<file path="src/design/conv1_pkg.sv">
package conv1_pkg;

    localparam int KSIZE = 5;
    localparam int LANES = 4;

    typedef logic signed [7:0]  pix_t;
    typedef logic [31:0]        act_word_t;
    typedef logic signed [31:0] psum_t;
    typedef logic [31:0]        scale_t;
    typedef logic [15:0]        addr_t;
    // activation row inside a block, 0..KSIZE
    typedef logic [2:0]         row_idx_t;

    // weight 0 sits in the low byte
    typedef pix_t [KSIZE-1:0] kernel_row_t;

    typedef struct packed {
        psum_t [LANES-1:0] row1;
        psum_t [LANES-1:0] row0;
    } psum_blk_t;

    typedef struct packed {
        logic [7:0] ch;
        logic [7:0] prow;
        logic [7:0] cgrp;
    } blk_tag_t;

    typedef struct packed {
        logic     valid;
        logic     first;
        logic     last;
        row_idx_t row;
        blk_tag_t tag;
    } mac_in_t;

    typedef enum logic [2:0] {
        IDLE,
        LOAD_KERNEL,
        READ_ACT,
        DRAIN,
        NEXT_CHANNEL,
        DONE
    } seq_state_t;

    localparam addr_t REG_SCALE  = 16'h0;
    localparam addr_t REG_CTRL   = 16'h4;
    localparam addr_t REG_STATUS = 16'h8;

endpackage

</file>
<file path="src/design/conv1_apb_regs.sv">
`timescale 1ns/1ps

module conv1_apb_regs
    import conv1_pkg::*;
(
    input  logic        clk,
    input  logic        rst_n,
    input  addr_t       paddr,
    input  logic        psel,
    input  logic        penable,
    input  logic        pwrite,
    input  logic [31:0] pwdata,
    output logic [31:0] prdata,
    output logic        pready,
    output scale_t      scale,
    output logic        start,
    input  logic        done
);

    logic wr_access;

    assign wr_access = psel && penable && pwrite;

    // no wait states
    assign pready = 1'b1;

    always_ff @(posedge clk) begin
        if (!rst_n) begin
            scale <= '0;
            start <= 1'b0;
        end else begin
            start <= wr_access && (paddr == REG_CTRL) && pwdata[0];
            if (wr_access && (paddr == REG_SCALE)) begin
                scale <= pwdata;
            end
        end
    end

    always_comb begin
        case (paddr)
            REG_SCALE:  prdata = scale;
            REG_STATUS: prdata = {31'b0, done};
            default:    prdata = '0;
        endcase
    end

    // access phase only after a setup phase
    assert property (@(posedge clk) disable iff (!rst_n)
        penable |-> psel && $past(psel && !penable));

endmodule

</file>
<file path="config.mk">
export PLATFORM = sky130hd
export DESIGN_NAME = conv1_apb_regs
export DESIGN_NICKNAME = d
export VERILOG_FILES = /design/src/design/conv1_pkg.sv /design/src/design/conv1_apb_regs.sv
export SDC_FILE = /design/constraint.sdc
export NUM_CORES = 1
export LEC_CHECK = 0
export BUFFER_PORTS_ARGS = -buffer_cell sky130_fd_sc_hd__buf_2
export CAP_MARGIN = 20
export CELL_PAD_IN_SITES_DETAIL_PLACEMENT = 1
export CELL_PAD_IN_SITES_GLOBAL_PLACEMENT = 1
export CORE_ASPECT_RATIO = 0.6
export CORE_MARGIN = 5
export CORE_UTILIZATION = 29
export DETAILED_ROUTE_END_ITERATION = 7
export PLACE_DENSITY = 0.9
export SYNTH_ARGS = -nofsm -noshare
export SYNTH_HDL_FRONTEND = slang
export SYNTH_SLANG_ARGS = --single-unit
</file>
<file path="constraint.sdc">
create_clock -name clk -period 3 [get_ports clk]
set_input_delay 0.3 -clock clk [delete_from_list [all_inputs] [get_ports clk]]
set_output_delay 0.3 -clock clk [all_outputs]
set_load 0.01 [all_outputs]
</file>
# Word level (Yosys, flattened, before mapping)
# Cells that the tools add are included.
# word_totals
reg_bits	33
inputBits	54
wordCells	11
# classes
n_eq_ne	2
mux	1
reduce_logical	6
# op_table
op	count
$pmux 32 s2	1
$eq 16x3->1 const B	1
$eq 16x4->1 const B	1
$logic_not 16->1	1
$logic_and 1x1->1	5

# Logic depth before layout (Yosys ltp)
# logic_depth
depth_word	4
depth_mapped	6
depth_no_buf	4

# Worst setup path before layout
# Ideal clock, no wire load.
# synth_timing
path_kind	input-to-reg
from	input paddr[11]
to	register scale[0]
setup_time_ns	0.072
t_arrival_ns	1.482
t_required_ns	2.928
slack_ns	1.447
cell_stages	6
path_buffers	2
cell_sequence	nor4_2 -> and4_4 -> and4_4 -> buf_12 -> buf_12 -> mux2i_1
# synth_via
elab_chain_cells	2
# synth_lines
item	line	rtl
from (decl)	conv1_apb_regs.sv:8	input addr_t paddr,
$logic_not 16->1	conv1_apb_regs.sv:33	if (wr_access && (paddr == REG_SCALE)) begin
$logic_and 1x1->1	conv1_apb_regs.sv:33	
to (signal assigned)	conv1_apb_regs.sv:34	scale <= pwdata;
to (decl)	conv1_apb_regs.sv:15	output scale_t scale,
# Every way passes these cells.
# A chain may end at the register's enable or synchronous reset.

# Worst setup path in the final report
# layout_timing
from	input paddr[1]
to	register scale[29]
# The elaborated chain is that of the path after synthesis.

==> out/qor.txt <==
FF+latch count, synth = 33
final setup skew = 0 ns
crit-path most repeated cell = and4_4
RSZ-0062 raised after global routing = no
fin crit period = 1.98 ns
area growth from synthesis to layout = 40.6%
area taken by multi-input logic gates = 877 um2
ys async rst share = 0
total gr overflow = 0
GRT Overall Usage = 0.132
io pins = 120
routed vias/inst = 4.29
YS warnings = 0
Die Area = 7400 um2
Crit Path Max Fanout = 32
CTS max path bufs = 2
post-cts resize count = 0
setup bufs post-CTS = 0
EDFF count, synth = 0
dominant cell type by area after synthesis = dfxtp_1
Startpoint Class = primary input
routed wire length = 4860 um
Crit path arrival time = 2.18 ns
row count = 21
most numerous cell in the Yosys netlist = nand2_1
ant diodes = 0
Mapped Nets = 243
hold depth = 3
WS Path Type = in -> reg
initial antenna violation count = 0
gpl congestion = 0.763
R2R Path Start = scale[18]
DRT Pass-1 Iters = 2
clk sinks = 33
crit-path max cell delay = 0.67 ns
Setup TNS = 0 ns
Post-Syn Area = 1660 um2
dpl hpwl = 3760 um
Die Y = 68.7 um
Final Hold Vio Count = 0
cell with the largest stage delay on the worst path = and4_4
Top Usage Layer GRT = met2
sequential standard cell area = 661 um2
DR iter-0 viols = 56
Fillers = 713
first-pass GRT wire length = 7880 um
worst slew pin tran = 0.629 ns
Final Non-Filler Cells = 381
cell count after placement = 373
vias in the first global route = 1,686
CP endpoint kind = register
hold buffers post-CTS = 0
Root Buffer = clkbuf_8
Tot Pwr = 0.000868 W
CP cell instances = buf_2, nor4_2, and4_4, and4_4, mux2i_1
status = finished clean
depth of the worst register-to-register path = 2
worst rel slew slack = 0.580
power per cell area = 371 nW/um2
number of port buffers = 118
grt met1 use = 0.151
synth top area cells = dfxtp_1 (40%), mux2i_1 (20%), nand2_1 (14%)
crit-path leading delay family = simple AND/OR/NAND/NOR gates
CTS Buf Count = 5
WP buf/inv = 1
Hold Crit Start = pwdata[1]
commonest cells in the netlist = nand2_1 (64), dfxtp_1 (33), mux2i_1 (33)
met3 Use GR = 0.0502
starting density of the core = 0.299
share of cells above drive strength 1 = 0.439
H-tree Lvls = 2
routed len/inst = 12.7 um
Reg clk slew, reported paths = 0.07 ns
pin count of the biggest net entering global routing = 40
Hold Path Class = in -> reg
via count = 1,633
final setup fails = 0
synth unique cells = 17
sequential-to-total area share from yosys stat = 0.397
RR Endpoint = scale[18]
Peak Freq = 505 MHz
R2R Setup Slk = 2.37 ns
grt met2 use = 0.235
maximum vdd drop = 166 uV
Pleak = 1.17 nW
Post-DRT Antenna Nets = 0
clk_lat worst skew = 0.27 ns
Hold Path Sink = scale[1]
max-slew violations = 0
Synth Flop Type = dfxtp_1
synthesized area per cell = 8.80 um2
CTS tree = yes
Die W = 108 um
Post-layout nets = 354
Data required, critical path = 3.20 ns
Syn Inst Count = 189
core area = 5570 um2
Final Cycle Share = 0.660
post-synth top area share = 0.397
DRC = 0
max_cap viols = 0
[worst max path at each step]
stage	from	endpoint	depth (start not counted)
floorplan	paddr[11]	scale[0]	6
global placement	paddr[1]	scale[15]	5
detailed placement	paddr[1]	scale[29]	5
CTS	paddr[1]	scale[25]	5
global route	paddr[1]	scale[25]	5
finish	paddr[1]	scale[29]	5
[metal layers]
metal / part of all wire / up-vias
met4: 0.0051 / 0
met1: 0.43 / 738
met5: 0 / -
met2: 0.47 / 69
met3: 0.098 / 2
li1: - / 824
[power by group]
part           leakage [nW]   switching (W)  internal, W
clock                0.0542        0.000156     0.000207
sequential            0.266  0.000000000632     0.000438
combinational         0.846       0.0000335    0.0000328
[kinds of logic (layout without fill, tap and decap cells)]
kind of cell	Yosys count	count (layout)	share of synthesized area
buf+inv	15	127	0.0753
flops	33	33	0.397
other cells	1	1	0.00226
mux	33	33	0.199
simple gates	107	107	0.327
[cell type report]
cell class              count  share of cell area
multi-input cells         141               0.375
flip-flops and latches     33               0.283
repair buffers            119               0.256
well taps                  80              0.0428
clock buffers               7              0.0412
clock inverters             1             0.00214
[metrics by stage]
step / cell area (um2) / hold WS [ns] / utilization / setup slack, ns
finish: 2340 / 0.265 / 0.420 / 1.02
global route: 2340 / 0.263 / 0.420 / 0.870
CTS: 2340 / 0.253 / 0.420 / 1.01
detailed placement: 2240 / 0.466 / 0.401 / 0.711
global placement: 2240 / 0.452 / 0.401 / 0.804
floorplan: 1660 / 0.436 / - / 1.45
[registers in the layout, indices dropped and copies added (netlist names)]
signal,flops
start,1
scale,32
[tightest hold or removal path: cells and delay by family]
kind                   cells  cell delay (ns)
multiplexers               1             0.05
buffers and inverters      1             0.09
AND/OR/NAND/NOR            1             0.04
[cell usage in the layout (no fill, tap or decap), types with 2 or more instances in the layout]
master / n
buf_2: 118
nand2_1: 64
mux2i_1: 33
dfxtp_1: 33
and2_1: 31
clkbuf_8: 7
nor4_2: 2
and4_4: 2
nor3_1: 2
No activity file was read; power rests on OpenSTA's default activity.
