File: src/design/conv1_pkg.sv
package conv1_pkg;

    localparam int KSIZE = 5;
    localparam int LANES = 4;

    typedef logic signed [7:0]  pix_t;
    typedef logic [31:0]        act_word_t;
    typedef logic signed [31:0] psum_t;
    typedef logic [31:0]        scale_t;
    typedef logic [15:0]        addr_t;
    // activation row inside a block, 0..KSIZE
    typedef logic [2:0]         row_idx_t;

    // weight 0 sits in the low byte
    typedef pix_t [KSIZE-1:0] kernel_row_t;

    typedef struct packed {
        psum_t [LANES-1:0] row1;
        psum_t [LANES-1:0] row0;
    } psum_blk_t;

    typedef struct packed {
        logic [7:0] ch;
        logic [7:0] prow;
        logic [7:0] cgrp;
    } blk_tag_t;

    typedef struct packed {
        logic     valid;
        logic     first;
        logic     last;
        row_idx_t row;
        blk_tag_t tag;
    } mac_in_t;

    typedef enum logic [2:0] {
        IDLE,
        LOAD_KERNEL,
        READ_ACT,
        DRAIN,
        NEXT_CHANNEL,
        DONE
    } seq_state_t;

    localparam addr_t REG_SCALE  = 16'h0;
    localparam addr_t REG_CTRL   = 16'h4;
    localparam addr_t REG_STATUS = 16'h8;

endpackage

File: src/design/kernel_buffer.sv
`timescale 1ns/1ps

module kernel_buffer
    import conv1_pkg::*;
(
    input  logic        clk,
    input  logic        rst_n,
    input  logic        kload,
    input  row_idx_t    kload_row,
    input  act_word_t   wt_rdata0,
    input  act_word_t   wt_rdata1,
    input  mac_in_t     item,
    output kernel_row_t krow_top,
    output kernel_row_t krow_bot
);

    kernel_row_t      kmem [KSIZE];
    logic [KSIZE-1:0] loaded;

    // row k is four bytes of one word plus byte 0 of the next
    always_ff @(posedge clk) begin
        if (kload) begin
            kmem[kload_row] <= {wt_rdata1[7:0], wt_rdata0};
        end
    end

    always_ff @(posedge clk) begin
        if (!rst_n) begin
            loaded <= '0;
        end else if (kload) begin
            loaded[kload_row] <= 1'b1;
        end
    end

    // row r feeds output row 0 with kernel row r, output row 1 with r-1
    always_comb begin
        krow_top = '0;
        krow_bot = '0;
        if (item.valid) begin
            if (item.row < row_idx_t'(KSIZE)) begin
                krow_top = kmem[item.row];
            end
            if (item.row != '0) begin
                krow_bot = kmem[item.row - 1'b1];
            end
        end
    end

    // kernel must be complete before any activation row arrives
    assert property (@(posedge clk) disable iff (!rst_n)
        item.valid |-> &loaded);

endmodule

File: config.mk
export PLATFORM = sky130hd
export DESIGN_NAME = kernel_buffer
export DESIGN_NICKNAME = d
export VERILOG_FILES = /design/src/design/conv1_pkg.sv /design/src/design/kernel_buffer.sv
export SDC_FILE = /design/constraint.sdc
export NUM_CORES = 1
export LEC_CHECK = 0
export ABC_AREA = 1
export BUFFER_PORTS_ARGS = -buffer_cell sky130_fd_sc_hd__buf_2
export CAP_MARGIN = 20
export CORE_ASPECT_RATIO = 1.2
export CORE_MARGIN = 10
export CORE_UTILIZATION = 51
export DETAILED_ROUTE_END_ITERATION = 12
export PLACE_DENSITY = 0.73
export RECOVER_POWER = 25
export SLEW_MARGIN = 20
export SYNTH_ARGS = -nofsm -noshare
export SYNTH_HDL_FRONTEND = slang
export SYNTH_SLANG_ARGS = --single-unit
File: constraint.sdc
create_clock -name clk -period 4.55 [get_ports clk]
set_clock_uncertainty 0.2 [all_clocks]
set_input_delay 0.91 -clock clk [delete_from_list [all_inputs] [get_ports clk]]
set_output_delay 0.91 -clock clk [all_outputs]
set_load 0.02 [all_outputs]
# After elaboration in Yosys (flattened, before gate mapping)

Memories as Yosys holds them, arrays and structs flattened.
Cells that the tools add are included.

Order comparisons: 1
Equality and inequality tests: 0
Muxes and demuxes: 6
$add $sub $neg: 1
Multiply operators: 0
Bitwise gates (word level): 0
Div/mod/pow operators: 0
Reductions and logical operators: 1
Shifts and indexed selects: 0

Operators with widths:

| operator                                                            | count |
|---|---|
| 40-bit two-way mux                                                  | 4 |
| 3-bit < comparator (second input constant)                          | 1 |
| 3-bit nonzero test                                                  | 1 |
| 3-bit by 1-bit subtractor with 3-bit output (second input constant) | 1 |
| 1-bit two-way mux                                                   | 2 |

Bits in writable memories: 200
Memories: 1
Register bits after elaboration: 0
Bits of input ports: 100
Output and inout port bits: 80
Latch bits: 0
Word-level logic and storage cells: 10
ROM bits: 0

Memory list:

| name | words | bits a word | rd ports | clocked after memory_dff | wr ports | RTL line            | RTL |
|---|---|---|---|---|---|---|---|
| kmem | 5     | 40          | 2        | 0                        | 1        | kernel_buffer.sv:17 | `kernel_row_t kmem [KSIZE];` |

# Longest topological paths before layout

An unclocked memory read counts as a cell.

Depth in word-level cells: 4
Mapped depth: 11
Mapped depth without buffers: 7

# Least setup slack after synthesis

OpenSTA, ideal clock, no wires.

Path kind: input -> register
Start point: input port kload_row[1]
End point: memory kmem[1][0] (netlist name), enable pin
Path slack: -0.088 ns
Stages on the path: 2
Buffers on the path: 0
Arrival time: 3.952 ns
Path through: or2_2 nor3_1

RTL lines:

| what        | RTL line            | RTL |
|---|---|---|
| from (decl) | kernel_buffer.sv:9  | `input row_idx_t kload_row,` |
| to (decl)   | kernel_buffer.sv:17 |  |

No word-level cell before the write port.

==> flow_metrics.py <==
metrics = {
    "final_layout": {
        "drive_above_1_share": 0.1310,
        "regMostFlops": "kmem",
        "fillers": 1649,
        "reg.largest.list": "kmem: 200 flops",
        "design_area_sq_mm": 0.01146,
        "nets": 1333,
        "syn2layout_area_growth_pct": 12.77,
        "largest_reg_flops": 200,
        "layout_commonest_cell": "nand2_1",
        "final_cell_mix": "nand2_1, nand3_1, edfxtp_1",
    },
    "power": {
        "power.leakage_nw": 4.879,
        "p_sw_frac": 0.2606,
        "p_clk_frac": 0.357,
        "irDropWorstVdd_uv": 268.0,
        "p_switching_mw": 1.101,
        "seqPwrFrac": 0.500,
        "p_total_mw": 4.225,
        "power_per_cell_area_mw_per_mm2": 368.7,
        "combPwrFrac": 0.143,
        "intPower_mw": 3.124,
    },
    "logic_synthesis": {
        "ys_seq_elements": 200,
        "synth_top_area_cell": "edfxtp_1",
        "ys.warnings.count": 0,
        "synth.distinct_cells": 18,
        "yosys-top-cells-area": "edfxtp_1, nand2_1, nand3_1",
        "synth_nets": 1251,
        "synth_ff_type": "edfxtp_1",
        "async_reset_ff_frac": 0,
        "avgSynthCellArea_sq_um": 8.843,
        "synth_cells": 1149,
        "syn_area_sq_mm": 0.01016,
        "synth_edf_count": 200,
        "synth_seq_area_share": 0.5911,
        "synth_top_area_share": 0.5911,
    },
    "placed_design": {
        "placed_area_sq_mm": 0.01090,
        "buffer_ports.inserted": 128,
        "hpwl_um": 15640,
        "gp_congestion": 0.7394,
    },
    "global_routing": {
        "antenna_found_initial": 3,
        "grt.overflow.total": 0,
        "grt_pass1_wl_um": 43390,
        "grt_max_degree": 162,
        "grtUsageTotal": 0.2118,
        "first_global_vias": 8323,
    },
    "die": {
        "start_util": 0.5198,
        "die_w_um": 148.9,
        "top_level_ports": 180,
        "die_h_um": 174.6,
        "core_area_sq_mm": 0.01955,
        "rows": 56,
        "die-area_sq_mm": 0.02599,
    },
    "worst_setup_path": {
        "worstPathRequired_ps": 3440,
        "slowest_delay_ps": 520,
        "path_class": "in -> out",
        "cp_data_arrival_time_ps": 2750,
        "crit_path_top_delay_cell": "nand2_2",
        "cp-start-kind": "primary input",
        "path_cells": "buf_4 > inv_4 > ha_1 > inv_1 > nand2_2 > nand2_2 > buf_4 > a21oi_1 > buf_2",
        "cp-end-kind": "primary output",
        "path_max_fanout": 32,
    },
    "route": {
        "via_count": 8495,
        "drc": 0,
        "wl_per_cell_um": 18.57,
        "viasPerCell": 5.633,
        "first_pass_iters": 5,
        "ant_nets": 0,
        "drt-total-wl_um": 28010,
        "drt_iter0_drc": 917,
    },
    "clocking": {
        "cts_setup_buffers": 0,
        "cts_htree_levels": 4,
        "clock_sinks": 200,
        "clk_path_buf_depth": 2,
        "holdBufCountCts": 0,
        "cts_tree": "yes",
        "ctsResizeCount": 0,
        "cts_buffers": 17,
        "cts.clk_slew.worst_paths_ps": 60,
        "root_buffer": "clkbuf_16",
    },
    "status": {
        "outcome": "complete, no violations",
    },
    "sta": {
        "fmax_ghz": 0.2592,
        "fin_setup_tns_ps": 0,
        "drv_slew": 0,
        "rsz0062_at_grt": "false",
        "hold_viol": 0,
        "setup_viol": 0,
        "relSlewSlack": 0.3719,
        "period_minus_slack_ps": 3858,
        "tightest_slew_ps": 940.8,
        "fin_crit_sh": 0.8480,
    },
    "flow_run": {
        "drv_cap": 0,
    },
    "worst_hold_path": {
        "hp-class": "in -> reg",
    },
}
cells by family (layout without fill, tap and decap cells):
kind of cell / Yosys count / after routing / share of synthesized area
simple gates: 731 / 731 / 0.3002
flops: 200 / 200 / 0.5911
buf+inv: 134 / 229 / 0.06489
compound gates: 82 / 82 / 0.04137
fa+ha+maj: 2 / 2 / 0.002462
other cells: 0 / 3 / 0
synth_stat cells (2+ instances only):
library cell	instances
nand3_1	240
nand2_1	485
nor3_1	3
buf_1	7
a21oi_1	80
inv_1	46
ha_1	2
buf_6	12
edfxtp_1	200
clkbuf_1	18
nor2_1	2
buf_2	48
cell type report:
class                           instances  area, sq um  share of cell area
Clock buffer                           20        436.7             0.03811
Antenna cell                            3        7.507           0.0006552
Clock inverter                         12        152.6             0.01332
Tap cell                              261        326.6             0.02850
Multi-Input combinational cell        815         3557              0.3104
Inverter                               48        182.7             0.01594
Sequential cell                       200         6006              0.5241
Timing Repair Buffer                  149        789.5             0.06890
critical path: cells and delay by family:
| kind | cells | cell delay, ps |
|---|---|---|
| buffers and inverters | 5 | 890 |
| adder cells (fa/ha/maj) | 1 | 180 |
| AND/OR/NAND/NOR | 2 | 590 |
| AO/OA/AOI/OAI | 1 | 190 |
through the flow:
stage / cells / setup WS [ps] / util / hold WS [ps]
2_1_floorplan: 1149 / 44.82 / - / 808.9
3_3_place_gp: 1473 / 742.9 / 0.5575 / 935.7
3_5_place_dp: 1473 / 728.3 / 0.5575 / 938.3
4_1_cts: 1505 / 723.2 / 0.5876 / 487.5
5_1_grt: 1507 / 606.1 / 0.5860 / 511.4
6_report: 1508 / 691.8 / 0.5862 / 507.3
metal layers:
layer,global-route usage,vias to the layer above,part of all wire
met5,0,-,0
met4,0.08559,0,0.027
met3,0.04704,53,0.096
met2,0.3523,453,0.48
met1,0.2609,3963,0.39
li1,-,4026,-
worst paths after layout:
| kind | from | endpoint | slack (ps) | cells past startpoint |
|---|---|---|---|---|
| min | wt_rdata0[8] | kmem[1][8] | 510 | 1 |
| max | item[24] | krow_bot[11] | 690 | 9 |
power groups by stage:
stage / Sequential, mW / Clock [mW] / Combinational [mW]
after floorplan: 2.15 / 0 / 0.399
after global placement: 2.15 / 0 / 0.589
after detailed placement: 2.15 / 0 / 0.602
after CTS: 2.11 / 1.52 / 0.604
after global routing: 2.12 / 1.60 / 0.664
final: 2.11 / 1.51 / 0.603
Power figures use the tool's default switching activity.
