--- src/design/conv1_pkg.sv ---
package conv1_pkg;

    localparam int KSIZE = 5;
    localparam int LANES = 4;

    typedef logic signed [7:0]  pix_t;
    typedef logic [31:0]        act_word_t;
    typedef logic signed [31:0] psum_t;
    typedef logic [31:0]        scale_t;
    typedef logic [15:0]        addr_t;
    // activation row inside a block, 0..KSIZE
    typedef logic [2:0]         row_idx_t;

    // weight 0 sits in the low byte
    typedef pix_t [KSIZE-1:0] kernel_row_t;

    typedef struct packed {
        psum_t [LANES-1:0] row1;
        psum_t [LANES-1:0] row0;
    } psum_blk_t;

    typedef struct packed {
        logic [7:0] ch;
        logic [7:0] prow;
        logic [7:0] cgrp;
    } blk_tag_t;

    typedef struct packed {
        logic     valid;
        logic     first;
        logic     last;
        row_idx_t row;
        blk_tag_t tag;
    } mac_in_t;

    typedef enum logic [2:0] {
        IDLE,
        LOAD_KERNEL,
        READ_ACT,
        DRAIN,
        NEXT_CHANNEL,
        DONE
    } seq_state_t;

    localparam addr_t REG_SCALE  = 16'h0;
    localparam addr_t REG_CTRL   = 16'h4;
    localparam addr_t REG_STATUS = 16'h8;

endpackage

--- src/design/psum_accum.sv ---
`timescale 1ns/1ps

module psum_accum
    import conv1_pkg::*;
(
    input  logic      clk,
    input  logic      rst_n,
    input  psum_blk_t prod,
    input  mac_in_t   item,
    output psum_blk_t blk,
    output logic      blk_valid,
    output blk_tag_t  blk_tag
);

    psum_blk_t acc;
    logic      in_block;

    // running sum plus the current row
    always_comb begin
        for (int j = 0; j < LANES; j++) begin
            blk.row0[j] = acc.row0[j] + prod.row0[j];
            blk.row1[j] = acc.row1[j] + prod.row1[j];
        end
    end

    assign blk_valid = item.valid && item.last;
    assign blk_tag   = item.tag;

    always_ff @(posedge clk) begin
        if (item.valid) begin
            acc <= item.first ? prod : blk;
        end
    end

    always_ff @(posedge clk) begin
        if (!rst_n) begin
            in_block <= 1'b0;
        end else if (item.valid && item.first) begin
            in_block <= 1'b1;
        end else if (item.valid && item.last) begin
            in_block <= 1'b0;
        end
    end

    assert property (@(posedge clk) disable iff (!rst_n)
        item.valid && item.first |-> !in_block);

    assert property (@(posedge clk) disable iff (!rst_n)
        item.valid && !item.first |-> in_block);

endmodule

--- config.mk ---
export PLATFORM = sky130hd
export DESIGN_NAME = psum_accum
export DESIGN_NICKNAME = d
export VERILOG_FILES = /design/src/design/conv1_pkg.sv /design/src/design/psum_accum.sv
export SDC_FILE = /design/constraint.sdc
export NUM_CORES = 1
export LEC_CHECK = 0
export BUFFER_PORTS_ARGS = -buffer_cell sky130_fd_sc_hd__buf_4
export CAP_MARGIN = 5
export CORE_UTILIZATION = 42
export DETAILED_ROUTE_END_ITERATION = 8
export GPL_TIMING_DRIVEN = 1
export PLACE_DENSITY = 0.76
export SYNTH_ARGS = -nofsm -noshare
export SYNTH_HDL_FRONTEND = slang
export SYNTH_SLANG_ARGS = --single-unit
--- constraint.sdc ---
create_clock -name clk -period 9.1 [get_ports clk]
set_clock_uncertainty 0.2 [all_clocks]
set_input_delay 0.91 -clock clk [delete_from_list [all_inputs] [get_ports clk]]
set_output_delay 0.91 -clock clk [all_outputs]
set_load 0.01 [all_outputs]
# Word-level counts from Yosys, hierarchy flattened
# Cells that the tools add are included.
# totals
mem_bits_rw	0
latch_bits	0
memories	0
romBits	0
register_bits	256
elab_cells	18
# classes
shift	0
reduce_logical	1
div_mod_pow	0
n_mux	1
order_cmp	0
n_eq_ne	0
n_mul	0
n_bitwise	0
addsub	8
# ops
operator	n
adder 32 bit	8
two-way mux 256 bit	1
logical AND 1 bit	1

# Longest topological paths before layout
# Gate-level depths: netlist of the first run.
# depth
depth_word	2
depth_mapped	12

# Worst setup path after synthesis of the first run
# OpenSTA, ideal clock, no wires.
# synth_path
kind	input to output
start	input port prod[192] in the netlist's numbering
end	output port blk[220] in the netlist's numbering
cell_stages	12
path_slack_ns	4.598
t_arrival_ns	3.392
required_time_ns	7.990
path_cell_list	ha_1 > fa_1 > a21o_1 > nor3b_1 > nor4_1 > o211ai_1 > a31o_2 > a41oi_1 > a21oi_1 > a21o_1 > a311oi_1 > inv_1
# synth_lines
item	line	source
from (decl)	psum_accum.sv:8	input psum_blk_t prod,
to (decl)	psum_accum.sv:10	output psum_blk_t blk,

==> metrics.txt, run 1 <==
DP Cell Count=3494; H-tree lvl count=2; first-pass GRT wire length=107.9 mm; Via density=5.705; # fillers=4828; min Tclk post-route=5.339 ns; switching part of the total=38.90%; Tot Pwr=6.936 mW; Iteration-0 DRC Markers=1104; DRT antenna net count=0; PortBufs=516; routability cong.=0.9418; switching power total=2.698 mW; Util after Layout=52.68%; Comb pwr share=55.4%; # IOs=569; pre-CTS setup slack=3.711 ns; CP cell instances=buf_4 > ha_1 > fa_1 > a21oi_1 > o21ai_1 > a2111oi_1 > o31ai_1 > a41oi_1 > a311o_1 > nor2_1 > or2_1 > xnor2_1 > buf_4; DR vias=20294; Syn Area/Cell=10.12 um^2; Worst path most repeated cell=buf_4; Avg WL per Cell=19.40 um; CTS Sinks=256; CTS Buf Count=36; register bit count reported by yosys=256; Tcrit/Tclk final=58.66%; P&R area growth vs syn=24.17%; Synth async-reset ratio=0%; DRC=0; CTS tree=yes; post-DP HPWL=54.18 mm; Root Buffer=clkbuf_16; hold_ws=0.4665 ns; worst path bufs/invs=2; Cells after Synth=2304; Setup Buffers After CTS=0; Max Cap Viol=0; register area share after synthesis=32.95%; Worst Setup Start Kind=primary input; synthesized cell area=23330 um^2; EDFF count, synth=256; largest net degree at the start of global routing=121; initial antenna violation count=4; Slew HR=28.01%; fmax=187.3 MHz; max reg flops=256; total negative slack=0 ns; Synth Net Count=2848; crit-path max cell delay=0.59 ns; clock share of power=20.8%; share of layout cells above drive strength 1=30.39%; FF/Latch Area=7687 um^2; nets=3328; Power Density=239.4 nW/um^2; worst skew pair latency=0.54 ns; Cell variety after synth=89; FP Rows=86; final hold violations=0; unrepaired setup endpoints after global routing=no; total gr overflow=0; final wirelength=69.00 mm; cts hold-fix bufs=0; top_reg_cell synth=edfxtp_1; worst-margin pin slew=1.080 ns; peak supply drop=184.2 uV; Arrival @ worst endpoint=4.23 ns; total global-route track usage=23.56%; Core Area=54990 um^2; vias in the first global route=20202; Worst setup EP type=primary output; YS warnings=0; Die Span Y=237.7 um; CTS clk-pin slew, worst paths=0.05 ns; delay-heaviest family, CP=compound AO/OA/AOI/OAI gates; Placed Area=27800 um^2; die area=56490 um^2; Design Area, Final=28970 um^2; largest register by flop count=acc; Lkg Pwr=12.61 nW; CP Max Fanout=3; PostCTS Resize Cnt=0; final setup violation count=0; cell internal pwr=4.237 mW; Worst path slowest cell=a2111oi_1; TritonRoute pass-1 iters=8; Sequential Power Share=23.8%; Worst Path Required=7.99 ns; outcome=finished, final reports clean; Layout Cells excl Fill=3557; final setup margin=3.761 ns; Final Max Slew Viols=0; Initial Util=42.42%; worst hold-check path type=primary input to register; Largest regs=acc (256); critical path class=primary input to primary output; area of the multi-input gates=14990 um^2; Die Wd=237.7 um; CTS max path bufs=3
## tightest hold or removal path: cells and delay by family
family	cells	cell delay, ns
compound gates	1	0.05
simple gates	1	0.04
buf+inv	1	0.09
## synth_stat cells, types with 12 or more instances
master,number,area [um^2]
a211oi_1,26,195.2
a21o_1,131,983.4
a21oi_1,214,1071
a31oi_1,30,187.7
and2_1,15,93.84
and3_1,28,175.2
buf_4,24,180.2
clkbuf_1,51,191.4
edfxtp_1,256,7687
ha_1,248,3103
inv_1,69,259.0
mux2_2,241,2714
nand2_1,150,563.0
nand2b_1,16,100.1
nand3_1,39,195.2
nand4_1,31,193.9
nor2_1,101,379.1
nor2b_1,21,131.4
nor3_1,17,85.08
o211ai_1,12,90.09
o21a_1,25,187.7
o21ai_0,96,480.5
o21ai_1,17,85.08
o21bai_1,33,247.7
xnor2_1,151,1323
xor2_1,88,770.7
## layer usage
metal	track usage [%]	up-vias	wire [um]	share of wire, %
met5	0	-	17	0.025
met4	8.974	2	2551	3.7
met3	6.991	155	5428	7.9
met2	41.04	648	33690	49
met1	27.02	9745	27320	40
li1	-	9744	-	-
## path summary, 6_finish.rpt
check / start / end / slack [ns] / cells after the start
max: prod[224] / blk[250] / 3.76 / 13
min: prod[249] / acc[249] / 0.47 / 3
max reg2reg: acc[224] / acc[250] / 5.01 / 12
min reg2reg: acc[128] / acc[128] / 0.50 / 2
## final cells by class
cell class | count | area share [%]
Multi-Input combinational cell | 1900 | 51.76
Tap cell | 748 | 3.231
Sequential cell | 256 | 26.54
Inverter | 69 | 0.8941
Clock buffer | 42 | 3.261
Clock inverter | 19 | 0.7386
Antenna cell | 2 | 0.01728
Timing Repair Buffer | 521 | 13.55
## layout by cell type (no fill, tap or decap), types with 8 or more instances in the layout
master,Yosys,final
buf_4,24,519
edfxtp_1,256,256
ha_1,248,248
mux2_2,241,241
a21oi_1,214,214
xnor2_1,151,151
nand2_1,150,150
a21o_1,131,131
nor2_1,101,101
o21ai_0,96,96
xor2_1,88,88
inv_1,69,69
nand3_1,39,39
clkbuf_16,0,37
o21bai_1,33,33
nand4_1,31,31
a31oi_1,30,30
and3_1,28,28
a211oi_1,26,26
o21a_1,25,25
nor2b_1,21,21
o21ai_1,17,17
nor3_1,17,17
nand2b_1,16,16
and2_1,15,15
o211ai_1,12,12
o31ai_1,11,11
a21boi_0,10,10
or3_1,10,10
nor4_1,9,9
nor3b_1,8,8
fa_1,8,8
clkinv_1,0,8
## cell families (layout without fill, tap and decap cells)
kind of cell / count (synthesis) / count (layout) / share of synthesized area [%]
XOR/XNOR: 239 / 239 / 8.973
AND/OR/NAND/NOR: 465 / 465 / 9.751
flip-flops: 256 / 256 / 32.95
multiplexers: 244 / 244 / 11.78
AO/OA/AOI/OAI: 696 / 696 / 19.78
adder cells (fa/ha/maj): 256 / 256 / 13.99
buffers and inverters: 148 / 651 / 2.768
other: 0 / 2 / 0
## power by group through the flow
stage	clock (mW)	sequential, mW	combinational, mW
final	1.44	1.65	3.84
after global routing	1.51	1.67	4.15
after CTS	1.48	1.65	3.83
after detailed placement	0	1.67	3.80
after global placement	0	1.66	3.72
after floorplan	0	1.65	2.31
No activity file was read; power rests on OpenSTA's default activity.
==> run 2: changes to the inputs <==
==> constraint.sdc (replaced) <==
create_clock -name clk -period 5.2 [get_ports clk]
set_clock_uncertainty 0.2 [all_clocks]
set_input_delay 0.52 -clock clk [delete_from_list [all_inputs] [get_ports clk]]
set_output_delay 0.52 -clock clk [all_outputs]
set_load 0.01 [all_outputs]
==> run 2 against run 1 <==
Critical path depth did not move. Sequential power rose by 75%. Via count down 0.42%. Sequential cell count did not move. Critical path type is now register to primary output.
==> metrics.txt, run 2 (synthesized netlist as in run 1, its figures left out) <==
DRC=0 (unchanged); Tcrit/Tclk final=92.75%; fmax=207.3 MHz; routability cong.=0.9467 (+0.52%); DR vias=20208 (-0.42%); total gr overflow=0 (unchanged); Final Max Slew Viols=0 (unchanged); CTS Buf Count=36 (unchanged); hold-critical path depth=3 (unchanged); worst-margin pin slew=0.8911 ns (-0.1889 ns); # fillers=4847 (+0.39%); Worst setup EP type=primary output; crit-path max cell delay=0.50 ns (-0.09 ns); CP cell instances=ha_1 > fa_1 > a21o_1 > nor3b_1 > nor4_1 > o211ai_1 > a31o_2 > a41oi_1 > a21oi_1 > a21o_1 > a311oi_1 > inv_1 > buf_4; most common cell after layout, fill and taps aside=buf_4; Worst Setup Start Kind=register; post-DP HPWL=54.20 mm (about the same); Slew HR=40.60% (+13 points); PortBufs=516 (unchanged); unrepaired setup endpoints after global routing=no; nets=3329 (+0.030%); Layout Cells excl Fill=3555 (-0.056%); peak supply drop=249.2 uV (+35%); cts hold-fix bufs=0 (unchanged); CTS max path bufs=3 (unchanged); Sequential Power Share=24.0% (+0.2 points); r2r endpoint=acc[254]; total global-route track usage=23.54% (about the same); total negative slack=0 ns (unchanged); CP Max Fanout=3 (unchanged); share of layout cells above drive strength 1=30.43% (+0.046 points); CTS clk-pin slew, worst paths=0.06 ns (about the same); Power Density=415.5 nW/um^2 (+74%); FF-to-FF setup slack=1.17 ns (-3.84 ns); hold_sp=prod[231]; final hold violations=0 (unchanged); largest register by flop count=acc; critical path class=register to primary output; worst hold-check path type=primary input to register; switching power total=4.714 mW (+75%); Arrival @ worst endpoint=4.10 ns (-0.13 ns); DRT antenna net count=0 (unchanged); Setup Buffers After CTS=0 (unchanged); Max Cap Viol=0 (unchanged); Die Span Y=237.7 um (unchanged); Largest regs=acc (256); Comb pwr share=55.9% (+0.5 points); final setup violation count=0 (unchanged); most frequent cells in the layout=517 x buf_4, 256 x edfxtp_1, 248 x ha_1; worst path bufs/invs=2 (unchanged); Worst Path Required=4.48 ns (-3.51 ns); clock share of power=20.1% (-0.7 points); Root Buffer=clkbuf_16; min Tclk post-route=4.823 ns; Worst path slowest cell=nor4_1; Lkg Pwr=12.61 nW (about the same); TritonRoute pass-1 iters=7 (-1); P&R area growth vs syn=24.09% (about the same); Core Area=54990 um^2 (unchanged); Iteration-0 DRC Markers=1045 (-5.3%); R2R depth=12 (unchanged); FP Rows=86 (unchanged); worst skew pair latency=0.54 ns (about the same); Tot Pwr=12.03 mW (+73%); switching part of the total=39.19% (+0.29 points); Worst path most repeated cell=a21o_1; worst r2r src=acc[224]; outcome=finished, final reports clean; H-tree lvl count=2 (unchanged); vias in the first global route=20314 (+0.55%); CTS Sinks=256 (unchanged); Die Wd=237.7 um (unchanged); initial antenna violation count=3 (-1); first-pass GRT wire length=107.6 mm (-0.36%); DP Cell Count=3495 (+0.029%); largest net degree at the start of global routing=116 (-4.1%); delay-heaviest family, CP=compound AO/OA/AOI/OAI gates; PostCTS Resize Cnt=0 (unchanged); final wirelength=68.85 mm (-0.22%); # IOs=569 (unchanged); cell internal pwr=7.313 mW (+73%); max reg flops=256 (unchanged); Initial Util=42.42% (unchanged); worst hold endpoint=acc[231]; die area=56490 um^2 (unchanged); Avg WL per Cell=19.37 um (-0.16%); Via density=5.684 (-0.37%); CTS tree=yes
run 2: cell count changes in the layout (fill, tap and decap cells not counted), sizes merged:
cell / delta
buf: +1
diode: -1
bufinv: -2
run 2: worst reg2reg max path, stage by stage (launching register included):
cell and delay (ns):
edfxtp_1 0.36, ha_1 0.22, fa_1 0.41, a21oi_1 0.38
o21ai_1 0.14, a2111oi_1 0.59, o31ai_1 0.23, a41oi_1 0.27
a311o_1 0.23, nor2_1 0.10, a31oi_1 0.25, xnor2_1 0.14
mux2_2 0.27
run 2: area by class of cell:
| type | instances | area, um^2 | share of cell area (%) |
|---|---|---|---|
| Antenna cell | 1 | 2.502 | 0.008645 |
| Clock buffer | 42 | 944.7 | 3.263 |
| Clock inverter | 17 | 152.6 | 0.5273 |
| Inverter | 69 | 259.0 | 0.8947 |
| Multi-Input combinational cell | 1900 | 14990 | 51.80 |
| Sequential cell | 256 | 7687 | 26.56 |
| Tap cell | 748 | 935.9 | 3.233 |
| Timing Repair Buffer | 522 | 3971 | 13.72 |
run 2: metrics by stage:
stage                     worst slack [ns]  hold slack, ns  area, um^2  util [%]
after detailed placement            0.6379          0.4799       27850     50.65
after floorplan                      1.478          0.4325       23330         -
after global routing               0.09493         0.04508       28950     52.64
after CTS                           0.3134         0.03440       28950     52.64
after global placement              0.7452          0.4704       27850     50.65
final                               0.3770         0.07112       28950     52.65
run 2: worst max path at each step:
| stage | start | to | slack (ns) | cells past startpoint |
|---|---|---|---|---|
| after floorplan | prod[192] | blk[220] | 1.48 | 12 |
| after global placement | prod[224] | blk[254] | 0.75 | 13 |
| after detailed placement | prod[224] | blk[254] | 0.64 | 13 |
| after CTS | acc[224] | blk[254] | 0.31 | 12 |
| after global routing | acc[192] | blk[220] | 0.09 | 13 |
| final | acc[192] | blk[220] | 0.38 | 13 |
run 2: power groups by stage:
stage	clock, mW	combinational (mW)	sequential [mW]
after floorplan	0	4.05	2.89
after global placement	0	6.52	2.91
after detailed placement	0	6.66	2.93
after CTS	2.47	6.70	2.89
after global routing	2.53	7.26	2.92
final	2.41	6.73	2.89
run 2: layer usage:
| layer | up-vias | GRT usage (%) | wire, um |
|---|---|---|---|
| met5 | - | 0 | 13 |
| met2 | 646 | 40.94 | 33300 |
| li1 | 9736 | - | - |
| met1 | 9689 | 27.09 | 27310 |
| met4 | 2 | 9.326 | 2545 |
| met3 | 135 | 6.701 | 5678 |
