[src/design/conv1_pkg.sv]
package conv1_pkg;

    localparam int KSIZE = 5;
    localparam int LANES = 4;

    typedef logic signed [7:0]  pix_t;
    typedef logic [31:0]        act_word_t;
    typedef logic signed [31:0] psum_t;
    typedef logic [31:0]        scale_t;
    typedef logic [15:0]        addr_t;
    // activation row inside a block, 0..KSIZE
    typedef logic [2:0]         row_idx_t;

    // weight 0 sits in the low byte
    typedef pix_t [KSIZE-1:0] kernel_row_t;

    typedef struct packed {
        psum_t [LANES-1:0] row1;
        psum_t [LANES-1:0] row0;
    } psum_blk_t;

    typedef struct packed {
        logic [7:0] ch;
        logic [7:0] prow;
        logic [7:0] cgrp;
    } blk_tag_t;

    typedef struct packed {
        logic     valid;
        logic     first;
        logic     last;
        row_idx_t row;
        blk_tag_t tag;
    } mac_in_t;

    typedef enum logic [2:0] {
        IDLE,
        LOAD_KERNEL,
        READ_ACT,
        DRAIN,
        NEXT_CHANNEL,
        DONE
    } seq_state_t;

    localparam addr_t REG_SCALE  = 16'h0;
    localparam addr_t REG_CTRL   = 16'h4;
    localparam addr_t REG_STATUS = 16'h8;

endpackage

[src/design/conv1_sequencer.sv]
`timescale 1ns/1ps

module conv1_sequencer
    import conv1_pkg::*;
#(
    parameter int IMG_SIZE = 12,
    parameter int OUT_CH   = 2
) (
    input  logic     clk,
    input  logic     rst_n,
    input  logic     start,
    output addr_t    wt_addr0,
    output addr_t    wt_addr1,
    output addr_t    act_addr0,
    output addr_t    act_addr1,
    output logic     kload,
    output row_idx_t kload_row,
    output mac_in_t  item,
    output logic     done
);

    localparam int P            = (IMG_SIZE - 4) / 2;
    localparam int G            = (IMG_SIZE - 4) / 4;
    localparam int ROW_WORDS    = IMG_SIZE / 4;
    localparam int IMG_WORDS    = IMG_SIZE * ROW_WORDS;
    localparam int KWORDS       = 2 * KSIZE;
    localparam int DRAIN_CYCLES = 4;

    seq_state_t state;
    logic [7:0] ch;
    logic [7:0] prow;
    logic [7:0] cgrp;
    row_idx_t   krow;
    row_idx_t   arow;
    logic [2:0] drain_cnt;

    always_ff @(posedge clk) begin
        if (!rst_n) begin
            state     <= IDLE;
            ch        <= '0;
            prow      <= '0;
            cgrp      <= '0;
            krow      <= '0;
            arow      <= '0;
            drain_cnt <= '0;
        end else begin
            case (state)
                IDLE, DONE: begin
                    if (start) begin
                        state <= LOAD_KERNEL;
                        ch    <= '0;
                        krow  <= '0;
                    end
                end
                LOAD_KERNEL: begin
                    krow <= krow + 1'b1;
                    if (krow == row_idx_t'(KSIZE - 1)) begin
                        state <= READ_ACT;
                        prow  <= '0;
                        cgrp  <= '0;
                        arow  <= '0;
                    end
                end
                READ_ACT: begin
                    arow <= arow + 1'b1;
                    // six rows per block, then next group / pooled row / channel
                    if (arow == row_idx_t'(KSIZE)) begin
                        arow <= '0;
                        cgrp <= cgrp + 1'b1;
                        if (cgrp == 8'(G - 1)) begin
                            cgrp <= '0;
                            prow <= prow + 1'b1;
                            if (prow == 8'(P - 1)) begin
                                prow <= '0;
                                if (ch == 8'(OUT_CH - 1)) begin
                                    state     <= DRAIN;
                                    drain_cnt <= '0;
                                end else begin
                                    state <= NEXT_CHANNEL;
                                end
                            end
                        end
                    end
                end
                NEXT_CHANNEL: begin
                    ch    <= ch + 1'b1;
                    krow  <= '0;
                    state <= LOAD_KERNEL;
                end
                DRAIN: begin
                    drain_cnt <= drain_cnt + 1'b1;
                    if (drain_cnt == 3'(DRAIN_CYCLES - 1)) begin
                        state <= DONE;
                    end
                end
                default: state <= IDLE;
            endcase
        end
    end

    always_comb begin
        wt_addr0  = '0;
        wt_addr1  = '0;
        act_addr0 = '0;
        act_addr1 = '0;
        kload     = 1'b0;
        kload_row = krow;
        item      = '0;
        case (state)
            LOAD_KERNEL: begin
                wt_addr0 = addr_t'(int'(ch) * KWORDS + 2 * int'(krow));
                wt_addr1 = addr_t'(int'(ch) * KWORDS + 2 * int'(krow) + 1);
                kload    = 1'b1;
            end
            READ_ACT: begin
                act_addr0 = addr_t'((2 * int'(prow) + int'(arow)) * ROW_WORDS + int'(cgrp));
                act_addr1 = addr_t'((2 * int'(prow) + int'(arow)) * ROW_WORDS + int'(cgrp) + 1);
                item.valid    = 1'b1;
                item.first    = (arow == '0);
                item.last     = (arow == row_idx_t'(KSIZE));
                item.row      = arow;
                item.tag.ch   = ch;
                item.tag.prow = prow;
                item.tag.cgrp = cgrp;
            end
            default: begin
            end
        endcase
    end

    assign done = (state == DONE);

    assert property (@(posedge clk) disable iff (!rst_n)
        item.valid |-> act_addr1 < addr_t'(IMG_WORDS));

endmodule

[config.mk]
export PLATFORM = sky130hd
export DESIGN_NAME = conv1_sequencer
export DESIGN_NICKNAME = d
export VERILOG_FILES = /design/src/design/conv1_pkg.sv /design/src/design/conv1_sequencer.sv
export SDC_FILE = /design/constraint.sdc
export NUM_CORES = 1
export LEC_CHECK = 0
export ABC_CLOCK_PERIOD_IN_PS = 6150
export BUFFER_PORTS_ARGS = -buffer_cell sky130_fd_sc_hd__buf_2
export CORE_AREA = 2 2 135 85
export CTS_CLUSTER_DIAMETER = 50
export CTS_CLUSTER_SIZE = 24
export DETAILED_ROUTE_END_ITERATION = 12
export DIE_AREA = 0 0 137 87
export MAX_ROUTING_LAYER = met4
export SLEW_MARGIN = 10
export SYNTH_ARGS = -nofsm -noshare
export SYNTH_HDL_FRONTEND = slang
export SYNTH_SLANG_ARGS = --single-unit
[constraint.sdc]
create_clock -name clk -period 6.15 [get_ports clk]
set_input_delay 0.9225 -clock clk [delete_from_list [all_inputs] [get_ports clk]]
set_output_delay 0.9225 -clock clk [all_outputs]
set_load 0.02 [all_outputs]
; ---- Word level (Yosys, flattened, before mapping)
; Cells that the tools add are included.
[totals]
register_bits = 36
latch_bits = 0
mem_bits_rw = 0
rom_bits = 0
inputBits = 3
wordCells = 86
n_memories = 0
[classes]
n_addsub = 11
mul = 2
div_mod_pow = 0
n_lt_le_gt_ge = 0
n_eq_ne = 18
shifts = 0
n_mux = 34
n_bitwise = 0
reduce_logical = 14
[op_table]
columns = op, count
row1 = 8-bit two-way mux, 7
row2 = 8-bit case mux with 2 select lines, 3
row3 = 3-bit two-way mux, 14
row4 = 30-bit two-way mux, 1
row5 = "13-bit by 1-bit adder with 14-bit output, second input constant", 2
row6 = 14-bit two-way mux, 2
row7 = 13-bit two-way mux, 2
row8 = "8-bit by 1-bit adder with 8-bit output, second input constant", 3
row9 = "8-bit by 1-bit == test with 1-bit output, second input constant", 2
row10 = 3-bit case mux with 5 select lines, 1
row11 = "2-bit inequality test, second input constant", 7
row12 = 12-bit by 4-bit adder with 13-bit output, 1
row13 = 12-bit by 8-bit adder with 13-bit output, 1
row14 = "3-bit == test, second input constant", 4
row15 = "10-bit by 2-bit multiplier with 12-bit output, second input constant", 1
row16 = 3-bit case mux with 2 select lines, 2
row17 = "8-bit by 3-bit multiplier with 11-bit output, second input constant", 1
row18 = 9-bit by 3-bit adder with 10-bit output, 1
row19 = "3-bit by 1-bit adder with 3-bit output, second input constant", 3
row20 = "3-bit by 2-bit == test with 1-bit output, second input constant", 3
row21 = 3-bit case mux with 3 select lines, 1
row22 = "8-bit by 2-bit == test with 1-bit output, second input constant", 1
row23 = 3-bit zero test, 2
row24 = 2-bit AND reduction, 3
row25 = other kinds (9), 11

; ---- Depth between registers and ports, before layout
; Gate-level depths: netlist (run 1).
[logic_depth]
word_depth = 6
mapped_depth = 16
depth_no_buf = 15

; ---- Worst setup path after synthesis (run 1)
; Ideal clock, no wire load.
[synth_timing]
kind = reg-to-output
from = register prow[0]
to = output act_addr1[9]
arrival_ns = 3.892
required_ns = 5.227
slack_ns = 1.335
path_stages_with_launch = 14
path_buffers = 0
path_cell_list = dfxtp_1 ha_1 fa_1 nand3_1 xor2_1 fa_1 inv_1 ha_1 a21o_1 a221oi_2 xor2_2 nand4b_2 or3b_1 a21oi_1
[synth_between]
elab_chain_cells = 5
[synth_lines]
columns = item, line_no
row1 = start: declaration, conv1_sequencer.sv:31  ; logic [7:0] prow;
row2 = start signal: assignment, conv1_sequencer.sv:72  ; prow <= prow + 1'b1;
row3 = 9-bit by 3-bit adder with 10-bit output, conv1_sequencer.sv:117  ; act_addr1 = addr_t'((2 * int'(prow) + int'(arow)) * ROW_WORDS + int'(cgrp) + 1);
row4 = 10-bit by 2-bit multiplier with 12-bit output, conv1_sequencer.sv:117
row5 = 12-bit by 8-bit adder with 13-bit output, conv1_sequencer.sv:117
row6 = 13-bit by 1-bit adder with 14-bit output, conv1_sequencer.sv:117
row7 = 14-bit two-way mux, conv1_sequencer.sv:109  ; case (state)
row8 = end: declaration, conv1_sequencer.sv:15  ; output addr_t act_addr1,
; Every way passes these cells.

; ---- Final worst setup path (run 1)
[layout_timing]
from = register prow[0]
to = output act_addr1[11]
; The elaborated chain is that of the path after synthesis.

==> reports/metrics.yaml, run 1 <==
global_routing:
  antenna_found_initial: 0
  met3_usage_pct: 3.37
  use_met2_pct: 23.2
  grt_overflow: 0
  top_usage_layer: "met1"
  grt_first_pass_wirelength_mm: 16.5
  grt_use_total_pct: 17.7
  first_global_vias: 3302
  met1_usage_pct: 28.0
  grt_max_degree: 39
synth:
  synthArstFlopShare_pct: 0
  syn_inst: 542
  synth_enable_flop_cells: 0
  yosys_warnings: 0
  ys.flop_type: "dfxtp_1"
  synth-seq-area-share_pct: 17.2
  syn-cell-area_sq_mm: 0.00418
  avgSynthCellArea_sq_um: 7.71
  ys_ff_latch: 36
  synth_cell_types: 69
placed_design:
  dpl_worst_slack_ns: 0.977
  gp_congestion: 0.875
  numPortBuffers: 85
  dpl.hpwl_mm: 8.00
  dp.cells: 736
timing:
  fin_ws_ns: 0.678
  tightest_slew_ns: 0.676
  hold_viol: 0
  post-route-period-util_pct: 89.0
  maxSlewHeadroom_pct: 54.7
  timing.fmax_mhz: 183
  setup_viol: 0
  slew_violations: 0
  skew_ns: 0.00558
  rsz0062_at_grt: "no"
  min_period_ns: 5.47
  tns_ns: 0
drt:
  drt_first_pass_iters: 5
  wl_per_cell_um: 13.6
  drtIter0Drc: 194
  final_antenna_net_count: 0
  drc: 0
  via_per_inst: 5.12
  finalWirelength_mm: 10.1
  vias: 3809
layout:
  antenna-diode-count: 0
  fin_cells: 744
  final_util_pct: 43.5
  nNetsFinal: 654
  drive_gt1_share_pct: 18.7
  mostFrequentLayoutCells: "85 x buf_2, 54 x nor2_1, 43 x ha_1, 38 x nand2_1, 37 x and2_1"
  fill_cells: 1114
  final_common_cell: "buf_2"
  syn2layout_area_growth_pct: 12.4
clocking:
  cts_buffers: 5
  cts_buffer_depth: 2
  htree_num_levels: 2
  cts_tree: "yes"
  clkLatencyLatePin_ns: 0.28
  cts-root-buf: "clkbuf_16"
  cts.sinks: 36
  hold_buffers: 0
  clk_pin_slew_worst_paths_ns: 0.06
  cts_resized: 0
  cts_setup_buffers: 0
power:
  leakagePower_uw: 0.00234
  vdd_drop_max_mv: 0.145
  powerDensity_mw_per_mm2: 169
worst_hold_path:
  hold_path.class: "flip-flop to flip-flop"
critical_path:
  startpoint_type: "flip-flop"
  crit_arrival_ns: 4.55
  r2r_slack_ns: 3.68
  critPathSlowestCell: "fa_1"
  crit_top_cell: "ha_1"
  critical-path-max-stage-delay_ns: 0.45
  crit_fanout: 10
  critPathKind: "flip-flop to primary output"
  critPathCaptureType: "primary output"
  worstPathCellList: "ha_1 > fa_1 > nand3_1 > xor2_1 > xor2_1 > ha_1 > ha_1 > and3_1 > a221oi_2 > xor2_2 > nand4b_2 > a2111oi_2 > mux2_4 > buf_2"
  cp.required_ns: 5.23
run_status:
  outcome: "complete, no violations"
die:
  dieHeight_um: 87
  core_sq_mm: 0.0108
  io_pins: 102
  start_util_pct: 38.7
  die_x_um: 137
  die_area_sq_mm: 0.0119
  rows: 30
job:
  max_cap_violations: 0
==> final timing paths <==
check,startpoint,end,cells after the start
worst max-delay path,prow[0]$_SDFFE_PN0P_,act_addr1[11],14
worst min-delay path,drain_cnt[2]$_SDFFE_PN0P_,drain_cnt[2]$_SDFFE_PN0P_,2
worst max register to register,state[1]$_SDFFE_PN0P_,arow[0]$_SDFFE_PN0P_,7
worst min register to register,drain_cnt[2]$_SDFFE_PN0P_,drain_cnt[2]$_SDFFE_PN0P_,2
==> registers in the layout, indices dropped and copies added (netlist names) <==
register   flops
cgrp           8
ch             8
prow           8
arow           3
drain_cnt      3
kload_row      3
state          3
==> final cells by class <==
class	instances	area, sq um	area share [%]
inverter	30	113	2.40
timing repair buffer	86	433	9.21
clock inverter	2	35.0	0.746
clock buffer	6	129	2.74
multi-input combinational	440	3090	65.7
tap	144	180	3.83
sequential	36	721	15.3
==> routing by layer <==
metal / up-vias / wire length, um
li1: 1940 / -
met1: 1779 / 5480
met2: 82 / 4100
met3: 8 / 479
met4: 0 / 63
met5: - / 0
==> critical path: cells and delay by family (launching register included) <==
family | cells | cell delay (ns)
flip-flops | 1 | 0.35
multiplexers | 1 | 0.33
AO/OA/AOI/OAI | 2 | 0.71
AND/OR/NAND/NOR | 3 | 0.64
XOR/XNOR | 3 | 0.69
buffers and inverters | 1 | 0.16
adder cells (fa/ha/maj) | 4 | 1.40
==> stage by stage <==
stage / hold slack [ns] / power (uW) / area (sq um)
floorplan: 0.476 / 466 / 4240
global placement: 0.497 / 509 / 4530
detailed placement: 0.506 / 514 / 4530
CTS: 0.519 / 802 / 4700
global route: 0.540 / 850 / 4700
finish: 0.522 / 796 / 4700
==> synth_stat cells, types with 3 or more instances <==
cell type | instances | area share, %
nand4_1 | 6 | 0.90
buf_2 | 6 | 0.72
xnor2_1 | 26 | 5.4
a21o_1 | 7 | 1.3
mux2i_1 | 3 | 0.72
a21oi_1 | 23 | 2.8
o21ai_1 | 3 | 0.36
nor3b_1 | 4 | 0.72
nor3_1 | 11 | 1.3
nor2b_1 | 13 | 1.9
a31oi_1 | 3 | 0.45
inv_1 | 27 | 2.4
nand3_1 | 25 | 3.0
ha_1 | 43 | 13
dfxtp_1 | 36 | 17
o22ai_1 | 3 | 0.45
and3_1 | 9 | 1.3
nor2_1 | 54 | 4.8
inv_2 | 3 | 0.27
buf_4 | 29 | 5.2
xor2_1 | 18 | 3.8
clkbuf_1 | 14 | 1.3
or3_1 | 7 | 1.0
nand2_1 | 38 | 3.4
o21bai_1 | 4 | 0.72
a211oi_1 | 3 | 0.54
nand3b_1 | 4 | 0.72
a22oi_1 | 3 | 0.54
nand2b_1 | 5 | 0.75
nor4b_1 | 3 | 0.63
o21ai_0 | 17 | 2.0
and2_1 | 37 | 5.5
fa_1 | 9 | 4.3
nor4_1 | 3 | 0.45
==> cells by family after synthesis <==
kind of cell | Yosys count | share of synthesized area (%)
AO/OA/AOI/OAI | 92 | 15.0
XOR/XNOR | 46 | 10.0
other | 1 | 0.0897
AND/OR/NAND/NOR | 230 | 29.2
adder cells (fa/ha/maj) | 52 | 17.2
multiplexers | 4 | 1.08
buffers and inverters | 81 | 10.2
flip-flops | 36 | 17.2
==> power by group <==
group	switching, uW	internal [uW]	leakage (uW)
Combinational	166	69.3	0.00196
Sequential	27.9	246	0.000291
Clock	96.6	191	0.0000808
Total	290	506	0.00234
Note: power is estimated with default switching activity, not from simulation.
==> run 2: changes to the inputs <==
--- a/config.mk
+++ b/config.mk
@@ -13,6 +13,7 @@
 export DETAILED_ROUTE_END_ITERATION = 12
 export DIE_AREA = 0 0 137 87
 export MAX_ROUTING_LAYER = met4
+export PLACE_DENSITY = 0.68
 export SLEW_MARGIN = 10
 export SYNTH_ARGS = -nofsm -noshare
 export SYNTH_HDL_FRONTEND = slang
==> reports/metrics.yaml, run 2 (synthesized netlist as in run 1, its figures left out) <==
clocking:
  cts_buffer_depth: 2
  clk_pin_slew_worst_paths_ns: 0.06
  cts_tree: "yes"
  cts.sinks: 36
  cts-root-buf: "clkbuf_16"
  cts_setup_buffers: 0
  htree_num_levels: 2
  cts_resized: 0
  hold_buffers: 0
  clkLatencyLatePin_ns: 0.28
  cts_buffers: 5
global_routing:
  top_usage_layer: "met1"
  met1_usage_pct: 26.2
  use_met2_pct: 25.6
  grt_use_total_pct: 17.7
  first_global_vias: 3370
  grt_first_pass_wirelength_mm: 16.6
  antenna_found_initial: 0
  grt_max_degree: 39
  met3_usage_pct: 3.14
  grt_overflow: 0
layout:
  final_common_cell: "buf_2"
  final_area_sq_mm: 0.00470
  syn2layout_area_growth_pct: 12.4
  seq_area_sq_um: 721
  multi_input_area_sq_mm: 0.00309
  reg_top3: "cgrp (8), ch (8), prow (8)"
  fill_cells: 1116
  nNetsFinal: 654
  mostFrequentLayoutCells: "85 x buf_2, 54 x nor2_1, 43 x ha_1, 38 x nand2_1, 37 x and2_1"
  drive_gt1_share_pct: 18.7
  antenna-diode-count: 0
critical_path:
  critPathSlowestCell: "fa_1"
  critical-path-max-stage-delay_ns: 0.49
  critPathKind: "flip-flop to primary output"
  crit_fanout: 7
  cp.buffers_inverters: 2
  cp.required_ns: 5.23
  worstPathCellList: "ha_1 > fa_1 > nand3_1 > xor2_1 > fa_1 > inv_1 > ha_1 > a21o_1 > a221oi_2 > xor2_2 > nand4b_2 > a2111oi_2 > mux2_4 > buf_2"
  cp_top_family: "adder cells"
  critPathCaptureType: "primary output"
  crit_arrival_ns: 4.65
  startpoint_type: "flip-flop"
drt:
  vias: 3846
  final_antenna_net_count: 0
  drc: 0
  drt_first_pass_iters: 4
  finalWirelength_mm: 10.5
  wl_per_cell_um: 14.1
  drtIter0Drc: 216
  via_per_inst: 5.17
power:
  leakagePower_uw: 0.00234
  powerDensity_mw_per_mm2: 170
  seqPwrFrac_pct: 34.3
  sw_frac_of_total_pct: 36.8
  clockPowerShare_pct: 36.1
  p_int_uw: 506
  net-switching-power_uw: 295
  p_comb_share_pct: 29.6
  vdd_drop_max_mv: 0.118
  total_power_uw: 801
placed_design:
  dpl.hpwl_mm: 8.15
  gp_congestion: 0.887
  dpl_worst_slack_ns: 0.906
  numPortBuffers: 85
  place_area_sq_mm: 0.00453
timing:
  tightest_slew_ns: 0.642
  slew_violations: 0
  timing.fmax_mhz: 180
  setup_viol: 0
  rsz0062_at_grt: "no"
  post-route-period-util_pct: 90.6
  skew_ns: 0.00624
  tns_ns: 0
  min_period_ns: 5.57
  fin_ws_ns: 0.580
  maxSlewHeadroom_pct: 56.8
  hold_viol: 0
job:
  max_cap_violations: 0
run_status:
  outcome: "complete, no violations"
die:
  dieHeight_um: 87
  core_sq_mm: 0.0108
  io_pins: 102
  die_x_um: 137
  die_area_sq_mm: 0.0119
  rows: 30
  start_util_pct: 38.7
worst_hold_path:
  hold_path.class: "flip-flop to flip-flop"
[run 2: worst register-to-register path, cell delays in order (launching register included)]
cell	delay, ns
dfxtp_1	0.60
nand2b_1	0.20
nand2b_1	0.45
inv_2	0.16
o2bb2ai_1	0.18
nor3_1	0.46
nor3_1	0.08
o21a_1	0.20
[run 2: power by group through the flow]
stage	Sequential, uW	Combinational [uW]	Clock (uW)
after floorplan	266	200	0
after global routing	279	264	304
after CTS	275	235	293
final	275	237	289
after detailed placement	280	234	0
after global placement	278	228	0
[run 2: final timing paths]
check,cells after the start,from,end,slack [ns]
setup reg to reg,7,state[1]$_SDFFE_PN0P_,arow[0]$_SDFFE_PN0P_,3.72
hold reg to reg,2,drain_cnt[2]$_SDFFE_PN0P_,drain_cnt[2]$_SDFFE_PN0P_,0.51
setup / recovery,14,arow[1]$_SDFFE_PN0P_,act_addr1[11],0.58
hold / removal,2,drain_cnt[2]$_SDFFE_PN0P_,drain_cnt[2]$_SDFFE_PN0P_,0.51
[run 2: layer usage]
layer  share of wire, %  wire length [um]
met5                  0                 0
met4               0.65                68
met3                5.2               541
met1                 51              5400
met2                 43              4490
[run 2: area by class of cell]
type                    instances  area share, %
multi-input cells             440           65.7
flip-flops and latches         36           15.3
repair buffers                 86           9.21
well taps                     144           3.83
clock buffers                   6           2.74
inverters                      30           2.40
clock inverters                 2          0.746
[run 2: through the flow]
stage	util (%)	instances	hold WS [ns]
2_1_floorplan	-	557	0.476
3_3_place_gp	41.9	736	0.492
3_5_place_dp	41.9	736	0.499
4_1_cts	43.5	744	0.514
5_1_grt	43.5	744	0.573
6_report	43.5	744	0.512
==> run 3: changes to the inputs <==
--- a/config.mk
+++ b/config.mk
@@ -6,14 +6,14 @@
 export NUM_CORES = 1
 export LEC_CHECK = 0
 export ABC_CLOCK_PERIOD_IN_PS = 6150
-export BUFFER_PORTS_ARGS = -buffer_cell sky130_fd_sc_hd__buf_2
 export CORE_AREA = 2 2 135 85
 export CTS_CLUSTER_DIAMETER = 50
 export CTS_CLUSTER_SIZE = 24
 export DETAILED_ROUTE_END_ITERATION = 12
 export DIE_AREA = 0 0 137 87
+export DONT_BUFFER_PORTS = 1
 export MAX_ROUTING_LAYER = met4
-export PLACE_DENSITY = 0.68
+export PLACE_DENSITY = 0.6
 export SLEW_MARGIN = 10
 export SYNTH_ARGS = -nofsm -noshare
 export SYNTH_HDL_FRONTEND = slang
==> reports/metrics.yaml, run 3 (synthesized netlist as in run 1, its figures left out) <==
placed_design:
  gp_congestion: 0.853
  dpl_worst_slack_ns: 1.06
  dpl.hpwl_mm: 7.57
  dp.cells: 651
  numPortBuffers: 0
clocking:
  cts-root-buf: "clkbuf_16"
  clkLatencyLatePin_ns: 0.28
  hold_buffers: 0
  cts_buffer_depth: 2
  htree_num_levels: 2
  cts_resized: 0
  clk_pin_slew_worst_paths_ns: 0.05
  cts_buffers: 5
  cts.sinks: 36
  cts_setup_buffers: 0
  cts_tree: "yes"
job:
  max_cap_violations: 0
layout:
  drive_gt1_share_pct: 5.25
  multi_input_area_sq_mm: 0.00309
  seq_area_sq_um: 721
  fill_cells: 1130
  final_util_pct: 39.4
  final_common_cell: "nor2_1"
  fin_cells: 658
  antenna-diode-count: 0
  reg_top3: "cgrp (8), ch (8), prow (8)"
  syn2layout_area_growth_pct: 1.95
  mostFrequentLayoutCells: "54 x nor2_1, 43 x ha_1, 38 x nand2_1, 37 x and2_1, 36 x dfxtp_1"
  nNetsFinal: 569
timing:
  slew_violations: 0
  fin_ws_ns: 0.778
  hold_viol: 0
  rsz0062_at_grt: "no"
  timing.fmax_mhz: 186
  maxSlewHeadroom_pct: 31.5
  skew_ns: 0.00569
  setup_viol: 0
  min_period_ns: 5.37
  tns_ns: 0
  post-route-period-util_pct: 87.3
  tightest_slew_ns: 1.02
die:
  io_pins: 102
  dieHeight_um: 87
  rows: 30
  core_sq_mm: 0.0108
  die_area_sq_mm: 0.0119
  die_x_um: 137
  start_util_pct: 38.7
critical_path:
  reg2reg_to: "arow[0]$_SDFFE_PN0P_"
  crit_fanout: 7
  critPathKind: "flip-flop to primary output"
  r2r-start: "state[1]$_SDFFE_PN0P_"
  startpoint_type: "flip-flop"
  crit_path_end: "act_addr1[9]"
  r2r_cells: 7
  r2r_slack_ns: 3.59
  crit_arrival_ns: 4.45
  startpoint: "arow[1]$_SDFFE_PN0P_"
  cp.required_ns: 5.23
  critPathCaptureType: "primary output"
power:
  powerDensity_mw_per_mm2: 176
  vdd_drop_max_mv: 0.134
  total_power_uw: 751
  leakagePower_uw: 0.00186
drt:
  wl_per_cell_um: 14.9
  drtIter0Drc: 225
  vias: 3492
  drt_first_pass_iters: 4
  final_antenna_net_count: 0
  drc: 0
  finalWirelength_mm: 9.80
  via_per_inst: 5.31
worst_hold_path:
  hold_path.class: "flip-flop to flip-flop"
global_routing:
  grt_overflow: 0
  first_global_vias: 3057
  grt_use_total_pct: 16.7
  antenna_found_initial: 0
  grt_first_pass_wirelength_mm: 15.5
  grt_max_degree: 39
run_status:
  outcome: "complete, no violations"
run 3: changes by cell type in the layout (fill, tap and decap cells not counted), sizes merged:
cell,change
clkinv,-1
bufinv,-1
buf,-85
clkbuf,+1
run 3: cell type report:
cell class	instances	share of cell area, %
Clock buffer	7	3.58
Inverter	30	2.64
Timing Repair Buffer	1	0.176
Sequential cell	36	16.9
Multi-Input combinational cell	440	72.5
Tap cell	144	4.23
run 3: power by group:
| group | total [uW] | switching [uW] | internal (uW) |
|---|---|---|---|
| sequential | 280 | 33.5 | 246 |
| clock | 263 | 92.7 | 170 |
| combinational | 209 | 152 | 56.5 |
| total | 751 | 279 | 473 |
run 3: metrics by stage:
step	hold slack (ns)	area, sq um
2_1_floorplan	0.476	4240
3_3_place_gp	0.492	4110
3_5_place_dp	0.509	4110
4_1_cts	0.517	4260
5_1_grt	0.546	4260
6_report	0.517	4260
run 3: metal layers:
metal,GRT usage [%],part of all wire [%],wire [um],vias up
met5,-,0,0,-
met4,2.53,0.99,97,0
met3,4.42,6.0,583,8
met2,22.9,41,4010,78
met1,24.7,52,5100,1636
li1,-,-,-,1770
run 3: worst min-delay path by stage:
stage                                          from  depth (start not counted)                        end  slack (ns)
final                          cgrp[4]$_SDFFE_PN0P_                          2       cgrp[4]$_SDFFE_PN0P_        0.52
after global routing           cgrp[4]$_SDFFE_PN0P_                          2       cgrp[4]$_SDFFE_PN0P_        0.55
after CTS                      cgrp[4]$_SDFFE_PN0P_                          2       cgrp[4]$_SDFFE_PN0P_        0.52
after detailed placement       cgrp[4]$_SDFFE_PN0P_                          2       cgrp[4]$_SDFFE_PN0P_        0.51
after global placement    drain_cnt[2]$_SDFFE_PN0P_                          2  drain_cnt[2]$_SDFFE_PN0P_        0.49
after floorplan           drain_cnt[2]$_SDFFE_PN0P_                          2  drain_cnt[2]$_SDFFE_PN0P_        0.48
run 3: critical path: stages (launching register included):
cell and delay [ns]:
dfxtp_1 0.36, ha_1 0.23, fa_1 0.46, nand3_1 0.13, xor2_1 0.30, fa_1 0.47, inv_1 0.07, ha_1 0.32
a21o_1 0.25, a221oi_2 0.37, xor2_2 0.16, nand4b_2 0.26, or3b_1 0.39, a21oi_1 0.41
